<file path="config.mk">
export PLATFORM = sky130hd
export DESIGN_NAME = decodeStage
export DESIGN_NICKNAME = d
export VERILOG_FILES = /design/src/mipsPkg.sv /design/src/instrDecoder.sv /design/src/writerTracker.sv /design/src/hazardUnit.sv /design/src/decodeStage.sv
export SDC_FILE = /design/constraint.sdc
export NUM_CORES = 1
export LEC_CHECK = 0
export CORE_ASPECT_RATIO = 0.8
export CORE_MARGIN = 1.5
export CORE_UTILIZATION = 35
export DETAILED_ROUTE_END_ITERATION = 7
export DONT_BUFFER_PORTS = 1
export PLACE_DENSITY = 0.58
export SYNTH_ARGS = -nofsm -noshare
export SYNTH_HDL_FRONTEND = slang
export SYNTH_HIERARCHICAL = 1
export SYNTH_SLANG_ARGS = --single-unit
export TNS_END_PERCENT = 20
</file>
<file path="constraint.sdc">
create_clock -name clk -period 4.15 [get_ports clk]
set_input_delay 0.2075 -clock clk [delete_from_list [all_inputs] [get_ports clk]]
set_output_delay 0.2075 -clock clk [all_outputs]
set_load 0.02 [all_outputs]
</file>
<file path="src/mipsPkg.sv">
package mipsPkg;

    localparam logic [2:0] tuseNone = 3'd5;  // Operand not read.
    localparam logic [1:0] tnewMax  = 2'd3;  // Load result, latest producer.
    localparam logic [4:0] regZero  = 5'd0;
    localparam logic [4:0] regRa    = 5'd31; // Link register for jal.

    // Primary opcode field, instr[31:26].
    typedef enum logic [5:0] {
        opSpecial = 6'h00,
        opJ       = 6'h02,
        opJal     = 6'h03,
        opBeq     = 6'h04,
        opOri     = 6'h0d,
        opLui     = 6'h0f,
        opLw      = 6'h23,
        opSw      = 6'h2b
    } opcodeE;

    // Funct field of special instructions, instr[5:0].
    typedef enum logic [5:0] {
        opJr   = 6'h08,
        opAddu = 6'h21,
        opSubu = 6'h23
    } functE;

    typedef enum logic [2:0] {
        aluNone,
        aluAdd,
        aluSub,
        aluOr,
        aluLui
    } aluOpE;

    typedef enum logic {
        cmpNone,
        cmpEq
    } cmpOpE;

    typedef enum logic [1:0] {
        npcSeq,
        npcBranch,
        npcJump,
        npcJr
    } npcOpE;

    typedef enum logic [2:0] {
        clsNop,
        clsCal,
        clsLoad,
        clsSave,
        clsCmpJump,
        clsJumpJJal,
        clsJumpJr
    } instrClassE;

    typedef enum logic [1:0] {
        wrRt,
        wrRd,
        wrRa
    } wrSelE;

    typedef enum logic [1:0] {
        wdAlu,
        wdMem,
        wdPc8
    } wdSelE;

    typedef enum logic [1:0] {
        fwdNone,
        fwdE,
        fwdM,
        fwdW
    } fwdSelE;

    typedef struct packed {
        npcOpE      npcOp;
        wrSelE      wrSel;
        wdSelE      wdSel;
        logic       rfWe;
        logic       extOp;   // Sign extend when set.
        cmpOpE      cmpOp;
        logic       aSel;
        logic       bSel;    // Immediate as ALU operand B.
        aluOpE      aluOp;
        logic       dmWe;
        logic [1:0] dmType;
        instrClassE instrClass;
    } ctrlT;

    typedef struct packed {
        logic [2:0] tuseRs;
        logic [2:0] tuseRt;
        logic [1:0] tnew;
        logic [4:0] dstReg;  // Zero when nothing is written.
    } hazT;

    typedef struct packed {
        logic [4:0] dstReg;
        logic [1:0] tnew;
    } writerT;

endpackage

</file>
<file path="src/instrDecoder.sv">
`timescale 1ns/10ps

module instrDecoder (
    input  logic [31:0]   instr,
    output mipsPkg::ctrlT ctrl,
    output mipsPkg::hazT  hz
);

    logic [5:0] opcode;
    logic [5:0] funct;
    logic [4:0] rt;
    logic [4:0] rd;
    logic [2:0] tuseRs;
    logic [2:0] tuseRt;
    logic [1:0] tnew;
    logic [4:0] dstReg;

    assign opcode = instr[31:26];
    assign funct  = instr[5:0];
    assign rt     = instr[20:16];
    assign rd     = instr[15:11];

    always_comb begin
        ctrl   = '0;  // Default covers nop and unknown words.
        tuseRs = mipsPkg::tuseNone;
        tuseRt = mipsPkg::tuseNone;
        tnew   = 2'd0;
        case (opcode)
            mipsPkg::opSpecial: begin
                case (funct)
                    mipsPkg::opAddu: begin
                        ctrl.wrSel      = mipsPkg::wrRd;
                        ctrl.rfWe       = 1'b1;
                        ctrl.aluOp      = mipsPkg::aluAdd;
                        ctrl.instrClass = mipsPkg::clsCal;
                        tuseRs          = 3'd1;
                        tuseRt          = 3'd1;
                        tnew            = 2'd2;
                    end
                    mipsPkg::opSubu: begin
                        ctrl.wrSel      = mipsPkg::wrRd;
                        ctrl.rfWe       = 1'b1;
                        ctrl.aluOp      = mipsPkg::aluSub;
                        ctrl.instrClass = mipsPkg::clsCal;
                        tuseRs          = 3'd1;
                        tuseRt          = 3'd1;
                        tnew            = 2'd2;
                    end
                    mipsPkg::opJr: begin
                        ctrl.npcOp      = mipsPkg::npcJr;
                        ctrl.instrClass = mipsPkg::clsJumpJr;
                        tuseRs          = 3'd0;  // Target needed in decode.
                    end
                    default: ;
                endcase
            end
            mipsPkg::opOri: begin
                ctrl.rfWe       = 1'b1;
                ctrl.bSel       = 1'b1;
                ctrl.aluOp      = mipsPkg::aluOr;
                ctrl.instrClass = mipsPkg::clsCal;
                tuseRs          = 3'd1;  // Rt is the destination.
                tnew            = 2'd2;
            end
            mipsPkg::opLui: begin
                ctrl.rfWe       = 1'b1;
                ctrl.bSel       = 1'b1;
                ctrl.aluOp      = mipsPkg::aluLui;
                ctrl.instrClass = mipsPkg::clsCal;
                tnew            = 2'd2;
            end
            mipsPkg::opLw: begin
                ctrl.wdSel      = mipsPkg::wdMem;
                ctrl.rfWe       = 1'b1;
                ctrl.extOp      = 1'b1;
                ctrl.bSel       = 1'b1;
                ctrl.aluOp      = mipsPkg::aluAdd;
                ctrl.instrClass = mipsPkg::clsLoad;
                tuseRs          = 3'd1;
                tnew            = mipsPkg::tnewMax;
            end
            mipsPkg::opSw: begin
                ctrl.extOp      = 1'b1;
                ctrl.bSel       = 1'b1;
                ctrl.aluOp      = mipsPkg::aluAdd;
                ctrl.dmWe       = 1'b1;
                ctrl.instrClass = mipsPkg::clsSave;
                tuseRs          = 3'd1;
                tuseRt          = 3'd2;  // Store data read in M.
            end
            mipsPkg::opBeq: begin
                ctrl.npcOp      = mipsPkg::npcBranch;
                ctrl.extOp      = 1'b1;
                ctrl.cmpOp      = mipsPkg::cmpEq;
                ctrl.instrClass = mipsPkg::clsCmpJump;
                tuseRs          = 3'd0;
                tuseRt          = 3'd0;
            end
            mipsPkg::opJ: begin
                ctrl.npcOp      = mipsPkg::npcJump;
                ctrl.instrClass = mipsPkg::clsJumpJJal;
            end
            mipsPkg::opJal: begin
                ctrl.npcOp      = mipsPkg::npcJump;
                ctrl.wrSel      = mipsPkg::wrRa;
                ctrl.wdSel      = mipsPkg::wdPc8;
                ctrl.rfWe       = 1'b1;
                ctrl.instrClass = mipsPkg::clsJumpJJal;
            end
            default: ;
        endcase
    end

    // Resolve the destination once here.
    always_comb begin
        case (ctrl.wrSel)
            mipsPkg::wrRt: dstReg = rt;
            mipsPkg::wrRd: dstReg = rd;
            mipsPkg::wrRa: dstReg = mipsPkg::regRa;
            default:       dstReg = mipsPkg::regZero;
        endcase
        if (!ctrl.rfWe) begin
            dstReg = mipsPkg::regZero;  // No write, never matches.
        end
    end

    assign hz = '{tuseRs: tuseRs, tuseRt: tuseRt, tnew: tnew, dstReg: dstReg};

endmodule

</file>
<file path="src/writerTracker.sv">
`timescale 1ns/10ps

module writerTracker (
    input  logic            clk,
    input  logic            rstN,
    input  mipsPkg::hazT    hz,
    input  logic            stall,
    output mipsPkg::writerT writerE,
    output mipsPkg::writerT writerM,
    output mipsPkg::writerT writerW
);

    mipsPkg::writerT enterE;

    // One stage older, tnew floored at zero.
    function automatic mipsPkg::writerT age(input mipsPkg::writerT w);
        mipsPkg::writerT aged;
        aged = w;
        if (w.tnew != 2'd0) begin
            aged.tnew = w.tnew - 2'd1;
        end
        return aged;
    endfunction

    always_comb begin
        if (stall) begin
            enterE = '0;  // Bubble.
        end else begin
            enterE = '{dstReg: hz.dstReg, tnew: hz.tnew};
        end
    end

    always_ff @(posedge clk) begin
        if (!rstN) begin
            writerE <= '0;
            writerM <= '0;
            writerW <= '0;
        end else begin
            writerE <= enterE;
            writerM <= age(writerE);
            writerW <= age(writerM);
        end
    end

endmodule

</file>
<file path="src/hazardUnit.sv">
`timescale 1ns/10ps

module hazardUnit (
    input  logic [31:0]       instr,
    input  mipsPkg::hazT      hz,
    input  mipsPkg::writerT   writerE,
    input  mipsPkg::writerT   writerM,
    input  mipsPkg::writerT   writerW,
    output logic              stall,
    output mipsPkg::fwdSelE   fwdRs,
    output mipsPkg::fwdSelE   fwdRt
);

    logic [4:0] rs;
    logic [4:0] rt;

    assign rs = instr[25:21];
    assign rt = instr[20:16];

    // Result not ready in time for this operand.
    function automatic logic operandStall(
        input logic [4:0]      src,
        input logic [2:0]      tuse,
        input mipsPkg::writerT wE,
        input mipsPkg::writerT wM
    );
        logic hit;
        hit = 1'b0;
        if (tuse != mipsPkg::tuseNone && src != mipsPkg::regZero) begin
            if (wE.dstReg == src && {1'b0, wE.tnew} > tuse) begin
                hit = 1'b1;
            end
            if (wM.dstReg == src && {1'b0, wM.tnew} > tuse) begin
                hit = 1'b1;
            end
        end
        return hit;
    endfunction

    // Nearest matching stage wins.
    function automatic mipsPkg::fwdSelE operandFwd(
        input logic [4:0]      src,
        input mipsPkg::writerT wE,
        input mipsPkg::writerT wM,
        input mipsPkg::writerT wW
    );
        mipsPkg::fwdSelE sel;
        sel = mipsPkg::fwdNone;
        if (src == mipsPkg::regZero) begin
            sel = mipsPkg::fwdNone;
        end else if (wE.dstReg == src) begin
            if (wE.tnew == 2'd0) sel = mipsPkg::fwdE;
        end else if (wM.dstReg == src) begin
            if (wM.tnew == 2'd0) sel = mipsPkg::fwdM;
        end else if (wW.dstReg == src) begin
            if (wW.tnew == 2'd0) sel = mipsPkg::fwdW;
        end
        return sel;
    endfunction

    assign stall = operandStall(rs, hz.tuseRs, writerE, writerM)
                 | operandStall(rt, hz.tuseRt, writerE, writerM);

    assign fwdRs = operandFwd(rs, writerE, writerM, writerW);
    assign fwdRt = operandFwd(rt, writerE, writerM, writerW);

endmodule

</file>
<file path="src/decodeStage.sv">
`timescale 1ns/10ps

module decodeStage (
    input  logic            clk,
    input  logic            rstN,
    input  logic [31:0]     instr,  // Held by fetch while stalled.
    output mipsPkg::ctrlT   ctrl,
    output logic            stall,
    output mipsPkg::fwdSelE fwdRs,
    output mipsPkg::fwdSelE fwdRt
);

    mipsPkg::hazT    hz;
    mipsPkg::writerT writerE;
    mipsPkg::writerT writerM;
    mipsPkg::writerT writerW;

    instrDecoder uDecoder (
        .instr (instr),
        .ctrl  (ctrl),
        .hz    (hz)
    );

    writerTracker uTracker (
        .clk     (clk),
        .rstN    (rstN),
        .hz      (hz),
        .stall   (stall),
        .writerE (writerE),
        .writerM (writerM),
        .writerW (writerW)
    );

    hazardUnit uHazard (
        .instr   (instr),
        .hz      (hz),
        .writerE (writerE),
        .writerM (writerM),
        .writerW (writerW),
        .stall   (stall),
        .fwdRs   (fwdRs),
        .fwdRt   (fwdRt)
    );

endmodule

</file>
==> qor.csv <==
stage,metric,value,unit
setup_path,crit path from,instr[27],
final_layout,Ant. Diodes,0,
die,Die Height,65.05,um
placed_design,detailed-placement wirelength estimate,3221,um
power_and_ir_drop,Peak VDD IR,0.0001261,V
detailed_routing,Detail Route Antenna Nets,0,
setup_path,RR Startpoint,uTracker/writerE[3]$_SDFF_PP0_,
sta,worst setup margin,1392,ps
power_and_ir_drop,Comb power frac,13.1,%
sta,Setup TNS,0,ps
sta,skew final,1.642,ps
yosys,post-synthesis cell area,1684,sq um
detailed_routing,routed length per instance,15.43,um
final_layout,P&R area growth vs syn,3.343,%
clock_tree,clock root cell,clkbuf_8,
yosys,Mapped Avg Cell Area,8.215,sq um
sta,Final Setup Violations,0,
clock_tree,worst skew pair latency,270,ps
yosys,Synth Area in Adders,5.944,%
sta,RSZ-0062 raised after global routing,no,
yosys,Unique masters post-synth,48,
setup_path,Worst Setup EP,stall,
yosys,Ys Warns,6,
placed_design,Placed Cells incl. Taps,257,
power_and_ir_drop,Pint,293.8,uW
setup_path,FF-to-FF setup slack,2170,ps
detailed_routing,Via Count,1388,
clock_tree,Post-CTS Resized,0,
sta,final period utilization,66.46,%
placed_design,placed cell areas,1692,sq um
setup_path,Critical Path AT,2550,ps
clock_tree,hold_buf cts,0,
detailed_routing,drt via density,5.318,
final_layout,Post-Layout Cell Count,261,
clock_tree,clock buffer count from CTS,3,
global_route,Total GRT Usage,15.77,%
clock_tree,CTS tree,built,
sta,Least-Margin Pin Slew,759.1,ps
final_layout,most frequent cells in the layout,"21 x dfxtp_1, 16 x xor2_1, 15 x nor2_1",
setup_path,R2R depth,6,
clock_tree,Clock Pin Slew Worst Setup and Hold Paths,80,ps
power_and_ir_drop,clock network fraction of total power,35.6,%
die,die footprint,5240,sq um
global_route,vias in the first global route,1260,
detailed_routing,DRT Pass-1 Iters,4,
outcome,status,"complete, no violations",
die,Starting Density,36.64,%
die,Die X,80.56,um
detailed_routing,DRC Markers,0,
placed_design,Placer Congestion,0.8571,
final_layout,"most common cell after layout, fill and taps aside",dfxtp_1,
setup_path,CP endpoint kind,output pin,
power_and_ir_drop,sw power,105.4,uW
die,Std-Cell Rows,22,
clock_tree,CTS Buffer Depth,2,
yosys,mux share of post-synthesis cell area,0.5944,%
die,IO Count,59,
final_layout,final instance area,1740,sq um
power_and_ir_drop,Sw Share,26.40,%
global_route,initial antenna violation count,0,
power_and_ir_drop,P_leak,0.7490,nW
yosys,Post-Synthesis Cells,205,
placed_design,IO Port Bufs,0,
setup_path,crit path max fanout,9,
yosys,post-synthesis compound-gate area fraction,14.19,%
final_layout,share of cells above drive strength 1,5.970,%
power_and_ir_drop,sequential share of power,51.3,%
setup_path,"Worst Path Class, Setup",in -> out,
sta,Slew Limit Fails,0,
hold_path,Worst Hold Class,in -> reg,
detailed_routing,1st-iter DRT viols,152,
power_and_ir_drop,Power Density,229.3,nW/um^2
job,Max-Cap Viols,0,
yosys,simple-gate share of the synthesized area,31.35,%
setup_path,element type at the critical path start,input pin,
global_route,pin count of the biggest net entering global routing,22,
yosys,largest family of logic cells by synthesized area,simple AND/OR/NAND/NOR gates,
placed_design,DP Worst Slack,1222,ps
final_layout,nets,244,
global_route,total grt overflow,0,
yosys,sequential share of the synthesized area,24.96,%
yosys,"FF+latch count, synth",21,
clock_tree,H-tree depth,1,
sta,Final Hold Viols,0,
setup_path,"Req. time, crit path",3940,ps
global_route,first-pass GRT wire length,6313,um
sta,Slew HR,49.12,%
yosys,Post-Synth XOR/XNOR Area,15.60,%
clock_tree,setup fix buffers added after clock tree synthesis,0,
die,core region area,4597,sq um
setup_path,FF-to-FF End,uTracker/writerE[3]$_SDFF_PP0_,
clock_tree,Sink Count,21,
sta,Tmin final,2758,ps
detailed_routing,Routed WL,4028,um
sta,fmax,0.3626,GHz
final_layout,final core utilization,37.86,%
[per-layer routing]
metal	GRT usage [%]	vias up	routed length, um
met2	22.27	49	1652
li1	-	701	-
met3	5.915	4	292
met4	2.586	0	31
met5	0	-	0
met1	22.85	634	2051
[sequential cells by signal (all words and copies together) (netlist names)]
name	count
uTracker/writerE	7
uTracker/writerM	7
uTracker/writerW	7
[kinds of logic (layout without fill, tap and decap cells)]
group	count (synthesis)	after routing
adder cells (fa/ha/maj)	8	8
AND/OR/NAND/NOR	88	88
XOR/XNOR	30	30
AO/OA/AOI/OAI	34	34
other	1	4
buffers and inverters	22	15
flip-flops	21	21
multiplexers	1	1
[worst max-delay path, cell delays in order]
cell and delay, ps:
nand2_1 70, or4b_1 580, nor2_1 390, inv_1 150
ha_1 330, a21oi_1 140, o21ai_0 90, o22ai_1 160
a32o_1 420
[per-stage QoR]
stage	total power, mW	hold slack (ps)
detailed placement	0.2613	335.1
global placement	0.2607	333.6
finish	0.3992	55.60
floorplan	0.2625	371.5
global route	0.4140	54.91
CTS	0.4036	49.19
[layout make-up]
type / instances / area, sq um
inverters: 11 / 41.29
clock inverters: 1 / 7.507
well taps: 60 / 75.07
fillers: 475 / 2856
clock buffers: 3 / 41.29
flip-flops and latches: 21 / 420.4
multi-input cells: 165 / 1155
[Yosys cell counts, drive strengths merged]
cell type,instances,area (sq um)
a211oi,2,15.01
a21boi,1,11.26
a21o,1,7.510
a21oi,6,30.03
a221o,5,50.05
a31oi,3,18.77
a32o,1,10.01
and2,10,62.56
and3,4,30.03
and3b,9,78.83
and4b,1,10.01
buf,11,78.82
conb,1,3.750
dfxtp,21,420.4
ha,8,100.1
inv,11,41.29
mux2i,1,10.01
nand2,11,41.29
nand2b,2,12.51
nand3,6,30.03
nand3b,2,15.01
nand4,3,18.77
nor2,17,73.82
nor2b,5,31.28
nor3,9,55.05
nor4,1,6.260
nor4b,1,8.760
o21a,3,22.52
o21ai,6,30.02
o21bai,2,15.01
o22ai,2,12.51
o2bb2ai,1,8.760
o31ai,1,7.510
or2,2,12.51
or3,3,23.77
or4,1,7.510
or4b,1,10.01
xnor2,14,122.6
xor2,16,140.1
[worst min-delay path by stage]
stage                     start                             end  slack [ps]  depth (start not counted)
final                      rstN  uTracker/writerW[3]$_SDFF_PN0_          60                          1
after global routing       rstN  uTracker/writerW[2]$_SDFF_PN0_          50                          1
after CTS                  rstN  uTracker/writerM[2]$_SDFF_PN0_          50                          1
after detailed placement   rstN  uTracker/writerW[3]$_SDFF_PN0_         340                          1
after global placement     rstN  uTracker/writerM[2]$_SDFF_PN0_         330                          1
after floorplan            rstN  uTracker/writerW[0]$_SDFF_PN0_         370                          1
[power groups by stage]
stage	Sequential, mW	Combinational (mW)	Clock, mW
after floorplan	0.209	0.0535	0
after global placement	0.209	0.0513	0
after detailed placement	0.209	0.0518	0
after CTS	0.205	0.0520	0.147
after global routing	0.205	0.0577	0.151
final	0.205	0.0523	0.142
(Power assumes the default switching activity.)
